File: config.mk
export PLATFORM = sky130hd
export DESIGN_NAME = rename_core
export DESIGN_NICKNAME = d
export VERILOG_FILES = /design/src/design/rename_pkg.sv /design/src/design/reg_ram_2r1w.sv /design/src/design/rename_table.sv /design/src/design/arch_reg_file.sv /design/src/design/rename_reg_file.sv /design/src/design/operand_select.sv /design/src/design/rename_core.sv
export VERILOG_INCLUDE_DIRS = /design/src /design/src/design
export SDC_FILE = /design/constraint.sdc
export NUM_CORES = 2
export LEC_CHECK = 0
export BUFFER_PORTS_ARGS = -buffer_cell sky130_fd_sc_hd__buf_2
export CAP_MARGIN = 25
export CORE_MARGIN = 2
export CORE_UTILIZATION = 55
export CTS_CLUSTER_SIZE = 30
export DETAILED_ROUTE_END_ITERATION = 10
export PLACE_DENSITY = 0.86
export SLEW_MARGIN = 30
export SYNTH_ARGS = -nofsm -noshare
export SYNTH_HDL_FRONTEND = slang
export SYNTH_SLANG_ARGS = --single-unit
File: constraint.sdc
create_clock -name clk_i -period 5.15 [get_ports clk_i]
set_clock_uncertainty 0.2 [all_clocks]
set_input_delay 1.03 -clock clk_i [delete_from_list [all_inputs] [get_ports clk_i]]
set_output_delay 1.03 -clock clk_i [all_outputs]
set_load 0.01 [all_outputs]
File: src/design/rename_config.svh
`ifndef RENAME_CONFIG_SVH
`define RENAME_CONFIG_SVH

// architectural registers
`define RENAME_REG_NUM 32

// rename registers, power of two so the pointers wrap on their own
`define RENAME_RRF_NUM 16

// register value width
`define RENAME_DATA_LEN 32

`endif

File: src/design/rename_pkg.sv
`default_nettype none

`include "rename_config.svh"

package rename_pkg;

	// architectural register number
	typedef logic [$clog2(`RENAME_REG_NUM)-1:0] reg_num_t;

	// rename register tag
	typedef logic [$clog2(`RENAME_RRF_NUM)-1:0] rrftag_t;

	// rrf occupancy, 0 up to RENAME_RRF_NUM
	typedef logic [$clog2(`RENAME_RRF_NUM+1)-1:0] rrf_count_t;

	typedef logic [`RENAME_DATA_LEN-1:0] data_t;

endpackage

`default_nettype wire

File: src/design/reg_ram_2r1w.sv
`default_nettype none

module reg_ram_2r1w
	import rename_pkg::*;
#(
	parameter int DEPTH = 32
) (
	input  wire                     clk_i,
	input  wire [$clog2(DEPTH)-1:0] raddr1_i,
	input  wire [$clog2(DEPTH)-1:0] raddr2_i,
	output data_t                   rdata1_o,
	output data_t                   rdata2_o,
	input  wire                     we_i,
	input  wire [$clog2(DEPTH)-1:0] waddr_i,
	input  data_t                   wdata_i
);

	data_t mem [DEPTH];

	// reads are combinational, a write shows up next cycle
	assign rdata1_o = mem[raddr1_i];
	assign rdata2_o = mem[raddr2_i];

	always_ff @(posedge clk_i) begin
		if (we_i) begin
			mem[waddr_i] <= wdata_i;
		end
	end

endmodule

`default_nettype wire

File: src/design/rename_table.sv
`default_nettype none

`include "rename_config.svh"

module rename_table
	import rename_pkg::*;
(
	input  wire      clk_i,
	input  wire      reset_i,

	input  reg_num_t rs1_i,
	input  reg_num_t rs2_i,
	output logic     rs1_busy_o,
	output logic     rs2_busy_o,
	output rrftag_t  rs1_rrftag_o,
	output rrftag_t  rs2_rrftag_o,

	input  wire      set_en_i,
	input  reg_num_t set_num_i,
	input  rrftag_t  set_rrftag_i,

	input  wire      commit_en_i,
	input  reg_num_t commit_num_i,
	input  rrftag_t  commit_rrftag_i
);

	logic [`RENAME_REG_NUM-1:0] busy_q;
	rrftag_t                    tag_q [`RENAME_REG_NUM];
	logic                       commit_match;

	assign rs1_busy_o   = busy_q[rs1_i];
	assign rs2_busy_o   = busy_q[rs2_i];
	assign rs1_rrftag_o = tag_q[rs1_i];
	assign rs2_rrftag_o = tag_q[rs2_i];

	// only the newest writer may release the register
	assign commit_match = commit_en_i && (tag_q[commit_num_i] == commit_rrftag_i);

	always_ff @(posedge clk_i) begin
		if (reset_i) begin
			busy_q <= '0;
		end else begin
			if (commit_match) begin
				busy_q[commit_num_i] <= 1'b0;
			end
			// a rename in the same cycle wins over the clear
			if (set_en_i) begin
				busy_q[set_num_i] <= 1'b1;
			end
		end
	end

	always_ff @(posedge clk_i) begin
		if (set_en_i) begin
			tag_q[set_num_i] <= set_rrftag_i;
		end
	end

	a_no_set_in_reset: assert property (@(posedge clk_i) reset_i |-> !set_en_i);

endmodule

`default_nettype wire

File: src/design/arch_reg_file.sv
`default_nettype none

`include "rename_config.svh"

module arch_reg_file
	import rename_pkg::*;
(
	input  wire      clk_i,
	input  wire      reset_i,

	input  reg_num_t rs1_i,
	input  reg_num_t rs2_i,
	output data_t    rs1_data_o,
	output data_t    rs2_data_o,
	output logic     rs1_busy_o,
	output logic     rs2_busy_o,
	output rrftag_t  rs1_rrftag_o,
	output rrftag_t  rs2_rrftag_o,

	input  wire      set_en_i,
	input  reg_num_t set_num_i,
	input  rrftag_t  set_rrftag_i,

	input  wire      commit_en_i,
	input  reg_num_t commit_num_i,
	input  rrftag_t  commit_rrftag_i,
	input  data_t    commit_data_i
);

	// committed values, written from the rrf head
	reg_ram_2r1w #(
		.DEPTH(`RENAME_REG_NUM)
	) u_arf_data (
		.clk_i   (clk_i),
		.raddr1_i(rs1_i),
		.raddr2_i(rs2_i),
		.rdata1_o(rs1_data_o),
		.rdata2_o(rs2_data_o),
		.we_i    (commit_en_i),
		.waddr_i (commit_num_i),
		.wdata_i (commit_data_i)
	);

	rename_table u_rename_table (
		.clk_i          (clk_i),
		.reset_i        (reset_i),
		.rs1_i          (rs1_i),
		.rs2_i          (rs2_i),
		.rs1_busy_o     (rs1_busy_o),
		.rs2_busy_o     (rs2_busy_o),
		.rs1_rrftag_o   (rs1_rrftag_o),
		.rs2_rrftag_o   (rs2_rrftag_o),
		.set_en_i       (set_en_i),
		.set_num_i      (set_num_i),
		.set_rrftag_i   (set_rrftag_i),
		.commit_en_i    (commit_en_i),
		.commit_num_i   (commit_num_i),
		.commit_rrftag_i(commit_rrftag_i)
	);

endmodule

`default_nettype wire

File: src/design/rename_reg_file.sv
`default_nettype none

`include "rename_config.svh"

module rename_reg_file
	import rename_pkg::*;
(
	input  wire     clk_i,
	input  wire     reset_i,

	input  wire     alloc_en_i,
	output rrftag_t alloc_rrftag_o,
	output logic    full_o,

	input  rrftag_t rs1_rrftag_i,
	input  rrftag_t rs2_rrftag_i,
	output logic    rs1_valid_o,
	output logic    rs2_valid_o,
	output data_t   rs1_data_o,
	output data_t   rs2_data_o,

	input  wire     wb_en_i,
	input  rrftag_t wb_rrftag_i,
	input  data_t   wb_data_i,

	input  wire     commit_en_i,
	output rrftag_t head_rrftag_o,
	output data_t   head_data_o
);

	rrftag_t                    head_q;
	rrftag_t                    tail_q;
	rrf_count_t                 count_q;
	logic [`RENAME_RRF_NUM-1:0] valid_q;
	data_t                      rrf_data [`RENAME_RRF_NUM];
	rrftag_t                    wb_offset;

	assign alloc_rrftag_o = tail_q;
	assign full_o         = (count_q == rrf_count_t'(`RENAME_RRF_NUM));
	assign head_rrftag_o  = head_q;
	assign head_data_o    = rrf_data[head_q];

	assign rs1_valid_o = valid_q[rs1_rrftag_i];
	assign rs2_valid_o = valid_q[rs2_rrftag_i];
	assign rs1_data_o  = rrf_data[rs1_rrftag_i];
	assign rs2_data_o  = rrf_data[rs2_rrftag_i];

	// distance of the writeback tag from the head, wraps mod 16
	assign wb_offset = wb_rrftag_i - head_q;

	always_ff @(posedge clk_i) begin
		if (reset_i) begin
			head_q  <= '0;
			tail_q  <= '0;
			count_q <= '0;
			valid_q <= '0;
		end else begin
			if (alloc_en_i) begin
				tail_q <= tail_q + 1'b1;
			end
			if (commit_en_i) begin
				head_q <= head_q + 1'b1;
			end
			// alloc and free together keep the count
			case ({alloc_en_i, commit_en_i})
				2'b10:   count_q <= count_q + 1'b1;
				2'b01:   count_q <= count_q - 1'b1;
				default: count_q <= count_q;
			endcase
			if (wb_en_i) begin
				valid_q[wb_rrftag_i] <= 1'b1;
			end
			if (commit_en_i) begin
				valid_q[head_q] <= 1'b0;
			end
		end
	end

	always_ff @(posedge clk_i) begin
		if (wb_en_i) begin
			rrf_data[wb_rrftag_i] <= wb_data_i;
		end
	end

	a_no_alloc_full: assert property (@(posedge clk_i) disable iff (reset_i)
		alloc_en_i |-> !full_o);

	a_commit_ready: assert property (@(posedge clk_i) disable iff (reset_i)
		commit_en_i |-> (count_q != '0) && valid_q[head_q]);

	// writeback only to a tag that sits between head and tail
	a_wb_in_use: assert property (@(posedge clk_i) disable iff (reset_i)
		wb_en_i |-> (rrf_count_t'(wb_offset) < count_q));

endmodule

`default_nettype wire

File: src/design/operand_select.sv
`default_nettype none

module operand_select
	import rename_pkg::*;
(
	input  wire     busy_i,
	input  rrftag_t rrftag_i,
	input  data_t   arf_data_i,
	input  wire     rrf_valid_i,
	input  data_t   rrf_data_i,
	output logic    ready_o,
	output data_t   value_o
);

	assign ready_o = !busy_i || rrf_valid_i;

	// committed value, then finished rename value, else the tag to wait on
	always_comb begin
		if (!busy_i) begin
			value_o = arf_data_i;
		end else if (rrf_valid_i) begin
			value_o = rrf_data_i;
		end else begin
			value_o = data_t'(rrftag_i);
		end
	end

endmodule

`default_nettype wire

File: src/design/rename_core.sv
`default_nettype none

module rename_core
	import rename_pkg::*;
(
	input  wire      clk_i,
	input  wire      reset_i,

	input  wire      disp_valid_i,
	input  reg_num_t disp_rs1_i,
	input  reg_num_t disp_rs2_i,
	input  wire      disp_dst_en_i,
	input  reg_num_t disp_dst_i,
	output rrftag_t  disp_rrftag_o,
	output logic     rrf_full_o,

	output logic     rs1_ready_o,
	output logic     rs2_ready_o,
	output data_t    rs1_value_o,
	output data_t    rs2_value_o,

	input  wire      wb_valid_i,
	input  rrftag_t  wb_rrftag_i,
	input  data_t    wb_data_i,

	input  wire      commit_valid_i,
	input  reg_num_t commit_dst_i
);

	wire     rename_en;
	wire     rs1_busy;
	wire     rs2_busy;
	rrftag_t rs1_rrftag;
	rrftag_t rs2_rrftag;
	data_t   rs1_arf_data;
	data_t   rs2_arf_data;
	wire     rs1_rrf_valid;
	wire     rs2_rrf_valid;
	data_t   rs1_rrf_data;
	data_t   rs2_rrf_data;
	rrftag_t head_rrftag;
	data_t   head_data;

	assign rename_en = disp_valid_i & disp_dst_en_i;

	arch_reg_file u_arf (
		.clk_i          (clk_i),
		.reset_i        (reset_i),
		.rs1_i          (disp_rs1_i),
		.rs2_i          (disp_rs2_i),
		.rs1_data_o     (rs1_arf_data),
		.rs2_data_o     (rs2_arf_data),
		.rs1_busy_o     (rs1_busy),
		.rs2_busy_o     (rs2_busy),
		.rs1_rrftag_o   (rs1_rrftag),
		.rs2_rrftag_o   (rs2_rrftag),
		.set_en_i       (rename_en),
		.set_num_i      (disp_dst_i),
		.set_rrftag_i   (disp_rrftag_o),
		.commit_en_i    (commit_valid_i),
		.commit_num_i   (commit_dst_i),
		.commit_rrftag_i(head_rrftag),
		.commit_data_i  (head_data)
	);

	rename_reg_file u_rrf (
		.clk_i         (clk_i),
		.reset_i       (reset_i),
		.alloc_en_i    (rename_en),
		.alloc_rrftag_o(disp_rrftag_o),
		.full_o        (rrf_full_o),
		.rs1_rrftag_i  (rs1_rrftag),
		.rs2_rrftag_i  (rs2_rrftag),
		.rs1_valid_o   (rs1_rrf_valid),
		.rs2_valid_o   (rs2_rrf_valid),
		.rs1_data_o    (rs1_rrf_data),
		.rs2_data_o    (rs2_rrf_data),
		.wb_en_i       (wb_valid_i),
		.wb_rrftag_i   (wb_rrftag_i),
		.wb_data_i     (wb_data_i),
		.commit_en_i   (commit_valid_i),
		.head_rrftag_o (head_rrftag),
		.head_data_o   (head_data)
	);

	operand_select u_sel_rs1 (
		.busy_i     (rs1_busy),
		.rrftag_i   (rs1_rrftag),
		.arf_data_i (rs1_arf_data),
		.rrf_valid_i(rs1_rrf_valid),
		.rrf_data_i (rs1_rrf_data),
		.ready_o    (rs1_ready_o),
		.value_o    (rs1_value_o)
	);

	operand_select u_sel_rs2 (
		.busy_i     (rs2_busy),
		.rrftag_i   (rs2_rrftag),
		.arf_data_i (rs2_arf_data),
		.rrf_valid_i(rs2_rrf_valid),
		.rrf_data_i (rs2_rrf_data),
		.ready_o    (rs2_ready_o),
		.value_o    (rs2_value_o)
	);

endmodule

`default_nettype wire

=== Word level (Yosys, flattened, before mapping) ===
Memories as Yosys holds them, arrays and structs flattened. A register that Yosys moved wholly into a read port is not among the register bits.
Index checks and enable logic that the tools add are counted.

* Bits of input ports: 62
* Logic and storage cells: 80
* Register bits after elaboration: 61
* Memories: 3
* Bits in writable memories: 1,664
* Output and inout port bits: 71

* Add/sub/neg operators: 4
* Eq/ne operators: 4
* Bitwise operators: 7
* Reductions and logical operators: 10
* $lt $le $gt $ge: 12
* Multiplexer cells: 35

{| class="wikitable"
|+ Memories
! memory !! words !! width !! rd ports !! clocked after Yosys merged registers in !! wr ports !! RTL line !! RTL
|-
| u_arf.u_arf_data.mem || 32 || 32 || 2 || 0 || 1 || reg_ram_2r1w.sv:18 || <nowiki>data_t mem [DEPTH];</nowiki>
|-
| u_rrf.rrf_data || 16 || 32 || 3 || 1 || 1 || rename_reg_file.sv:35 || <nowiki>data_t rrf_data [`RENAME_RRF_NUM];</nowiki>
|-
| u_arf.u_rename_table.tag_q || 32 || 4 || 3 || 0 || 1 || rename_table.sv:28 || <nowiki>rrftag_t tag_q [`RENAME_REG_NUM];</nowiki>
|}

{| class="wikitable"
|+ Operators with widths
! operator !! count
|-
| $mux 32 || 7
|-
| $mux 16 || 3
|-
| $and 32x32->32 || 1
|-
| $not 32->32 || 1
|-
| $or 32x32->32 || 1
|-
| $lt 5x6->1 const B || 4
|-
| $lt 4x5->1 const B || 4
|-
| $and 16x16->16 || 1
|-
| $not 16->16 || 1
|-
| $or 16x16->16 || 1
|-
| $mux 1 || 14
|-
| $bmux 1 s5 || 2
|-
| $demux 1 s5 || 2
|-
| $ge 5x1->1 const B || 2
|-
| $pmux 5 s2 || 1
|-
| $add 4x1->4 const B || 2
|-
| $bmux 1 s4 || 2
|-
| $demux 1 s4 || 2
|-
| $ge 4x1->1 const B || 2
|-
| $mux 4 || 2
|-
| $add 5x1->5 const B || 1
|-
| $eq 5x5->1 const B || 1
|-
| $logic_and 1x1->1 || 5
|-
| $sub 5x1->5 const B || 1
|-
| 7 further kinds || 9
|}

=== Logic depth before layout (Yosys ltp) ===
* Depth after elaboration: 10
* Mapped depth: 13
* Gate-level depth less buffers: 11

=== Cells and area by module ===
Synthesis repeated with hierarchy kept, for this count alone.

* Cell total of the unflattened synthesis: 5,623
* Area total of the unflattened synthesis: 87,301.2 µm²

{| class="wikitable"
|+ Modules (own cells, without submodules)
! module !! area each (µm²) !! cells each !! sequential area each (µm²) !! instances
|-
| reg_ram_2r1w || 48,789.3 || 3,386 || 30,749.5 || 1
|-
| rename_reg_file || 28,295.9 || 1,512 || 16,035.4 || 1
|-
| rename_table || 9,391.5 || 616 || 4,484.3 || 1
|-
| operand_select || 409.1 || 54 || 0.0 || 2
|-
| rename_core || 6.3 || 1 || 0.0 || 1
|}

=== Least setup slack after synthesis ===
OpenSTA, ideal clock, no wires.

* Kind: input to output
* Start point: input port disp_rs1_i[0]
* End point: output port rs1_value_o[31]
* Buffers on the path: 5
* Stages on the path: 9
* Arrival: 4.080 ns
* Slack: -0.160 ns
* Required time: 3.920 ns
* Cells stage by stage: buf_2 buf_2 buf_2 clkbuf_1 buf_1 mux4_2 mux4_2 mux2_2 a22o_1

* Longest elaborated chain between the ends: 5
* Elaborated cells on any way between the ends: 9
* Classes of those cells: 6 x mux; 3 x memory

{| class="wikitable"
|+ Ends and longest elaborated chain
! what !! RTL line !! RTL
|-
| start, declared || rename_core.sv:10 || <nowiki>input reg_num_t disp_rs1_i,</nowiki>
|-
| $mem_v2 32x4 || -- ||
|-
| $bmux 1 s4 || rename_reg_file.sv:43 || <nowiki>assign rs1_valid_o = valid_q[rs1_rrftag_i];</nowiki>
|-
| $mux 1 (implied by the code) || rename_reg_file.sv:43 ||
|-
| $mux 32 || operand_select.sv:21 || <nowiki>end else if (rrf_valid_i) begin</nowiki>
|-
| $mux 32 (*) || operand_select.sv:19 || <nowiki>if (!busy_i) begin</nowiki>
|-
| end, declared || rename_core.sv:19 || <nowiki>output data_t rs1_value_o,</nowiki>
|}

Every way passes the cells marked *; elsewhere a longest branch is shown, timed or not. The select of a mux whose other input is x is not followed.

==> metrics.cfg <==
[detailed_routing]
firstDrtPassIters=9
wl_per_cell_um=39.7
totalWireLength_um=282000
drc=0
vias_per_cell=7.77
drt-initial-drc-count=9927
ant_nets=0
vias=55100

[setup_path]
crit_required_ps=3920
critical_path.endpoint_type=output pin
cp.arrival_ps=4640
reg2reg_slack_ps=1860
path_common_cell=mux2i_1
path_cells=mux4_2 > mux4_2 > mux2i_4 > buf_12 > bufbuf_16 > mux2i_1 > mux2i_1 > mux2i_1 > mux2i_1 > buf_4 > a22o_1 > buf_2
startpoint_type=flop
criticalPathCategory=flop to output pin
crit_fanout=11
max_stage_delay_ps=530
critPathSlowestCell=mux4_2

[floorplanning]
row_count=146
initial_core_util=0.553
fp.dieArea_um2=162000
die_h_um=403
pin_count=133
core_um2=158000
die_w_um=403

[clocking]
path_clk_slew_ps=60
htree_num_levels=4
cts_tree=done
root_buffer=clkbuf_16
cts_buffers=166
clkSinkCount=1729
clk_latency_ps=830
clk_path_buf_depth=3

[synth]
synth_nets=4594
async_flop_share=0
synth_seq_cells=1729
synth_area_um2=87400
ys_seq_area_frac=0.587
synth_enable_flop_cells=1664
syn_area_per_cell_um2=19.3
ys_types=49
ys_warn_count=0
synthCells=4522
synth_ff_type=edfxtp_1

[sta]
slew_viol_final=0
rsz0062_at_grt=true
holdWs_ps=288
tightestPinTransition_ps=1020
hold_violations=0
period_share=1.14
finalSetupViolations=66
min_period_ps=5870
fmax_mhz=170
worst_slack_ps=-716
relSlewSlack=0.316

[global_routing]
grt_pass1_vias=56100
gr-total-overflow=0
antenna_found_initial=9
grt_pass1_wl_um=398000
grt.total_usage=0.345
grt_start_max_net_pins=91

[placed_design]
routabilityCongestion=0.944
hpwl_um=156000
dp_cells=6701
numPortBuffers=132

[final_layout]
fin_cells=7089
num-nets-final=4951
layout_common_cells=edfxtp_1 (1,664), mux4_2 (932), mux2i_1 (910)
nFillCells=9736
post-route-util=0.638
final_common_cell=edfxtp_1
drive_gt1_frac=0.389
areaGrowthSynthToFinish_pct=15.4

[power]
vdd_drop_max_mv=0.348
leakage_nw=33.5
power_density_nw_per_um2=325

[run_status]
status=finished, violations left
failed_checks=negative setup slack

[min_path]
hold_path_class=flop to flop

[flow_run]
cap_violations=0

## cell type report
cell class	count	area, um^2	area share
multi-input combinational	2394	35200	0.349
inverter	43	161	0.00160
clock buffer	199	4380	0.0435
sequential	1729	51300	0.508
timing repair buffer	545	6390	0.0634
tap	2072	2590	0.0257
antenna	7	17.5	0.000174
clock inverter	100	853	0.00846
## critical path, delay by kind of cell (launching register included)
kind	cells	cell delay (ps)
multiplexers	7	2140
buffers and inverters	4	900
flip-flops	1	440
AO/OA/AOI/OAI	1	300
## kinds of logic (layout without fill, tap and decap cells)
group                    Yosys count  count (layout)  synth area share
AO/OA/AOI/OAI                    188             188            0.0155
XOR/XNOR                          14              14           0.00140
adder cells (fa/ha/maj)           10              10           0.00152
buffers and inverters            399             887            0.0227
flip-flops                      1729            1729             0.587
multiplexers                    1981            1981             0.362
other                              0               7                 0
AND/OR/NAND/NOR                  201             201            0.0105
## state kept, by name (all words and copies together), names as in the netlist, named ones only
register and count:
u_arf.u_arf_data.mem 1024, u_rrf.head_rrftag_o 4, u_rrf.valid_q 16, u_rrf.count_q 5, u_arf.u_rename_table.tag_q 128, u_rrf.rrf_data 512, u_arf.u_rename_table.busy_q 32, u_rrf.alloc_rrftag_o 4
## power by group
group,total [mW],leakage (nW),internal (mW),switching (mW)
Sequential,15.9,15.5,15.8,0.152
Clock,12.1,2.58,6.68,5.44
Combinational,4.69,15.4,2.13,2.56
## synthesized netlist by cell type, drive strengths merged (8+ instances only)
cell / n / area share
a21oi: 43 / 0.0025
a22o: 56 / 0.0056
a22oi: 18 / 0.0015
a311oi: 16 / 0.0016
buf: 212 / 0.015
clkbuf: 144 / 0.0062
dfxtp: 65 / 0.015
edfxtp: 1664 / 0.57
ha: 9 / 0.0013
inv: 43 / 0.0018
mux2: 76 / 0.0098
mux2i: 973 / 0.11
mux4: 932 / 0.24
nand2: 52 / 0.0022
nand2b: 8 / 0.00057
nor2: 91 / 0.0039
o21ai: 33 / 0.0019
xor2: 9 / 0.00090
## layer usage
metal,share of wire,routed length (um),global-route usage,vias to the layer above
met5,0.00012,33,0,-
li1,-,-,-,20100
met2,0.46,131000,0.533,5767
met3,0.15,41800,0.106,1280
met1,0.31,86600,0.424,27900
met4,0.081,22700,0.221,4
## repair_timing
action                     in CTS  in global routing
hold endpoints to repair        0                  0
setup endpoints to repair      65                 66
pin swaps                      19                 17
resized for setup             186                 62
setup buffers                  59                 13
cloned                         21                  1
hold buffers                    0                  0
## path summary, 6_finish.rpt
| kind | startpoint | endpoint | depth (start not counted) |
|---|---|---|---|
| hold reg to reg | u_arf.u_rename_table.busy_q[5] | u_arf.u_rename_table.busy_q[5] | 2 |
| setup / recovery | u_arf.u_rename_table.tag_q[23][1] | rs1_value_o[4] | 12 |
| hold / removal | u_arf.u_rename_table.busy_q[5] | u_arf.u_rename_table.busy_q[5] | 2 |
| setup reg to reg | flop | u_arf.u_arf_data.mem[28][27] | 3 |
## per-stage QoR
| step | cell area [um^2] | power (mW) | setup slack (ps) | TNS [ps] |
|---|---|---|---|---|
| 6_report | 101000 | 32.7 | -716 | -24620 |
| 5_1_grt | 101000 | 33.3 | -674 | -27650 |
| 4_1_cts | 100000 | 32.4 | -367 | -17940 |
| 3_5_place_dp | 93200 | 20.3 | -464 | -20840 |
| 3_3_place_gp | 93200 | 20.2 | -402 | -16850 |
| 2_1_floorplan | 87400 | 18.8 | 12.4 | 0 |
No activity file was read; power rests on OpenSTA's default activity.
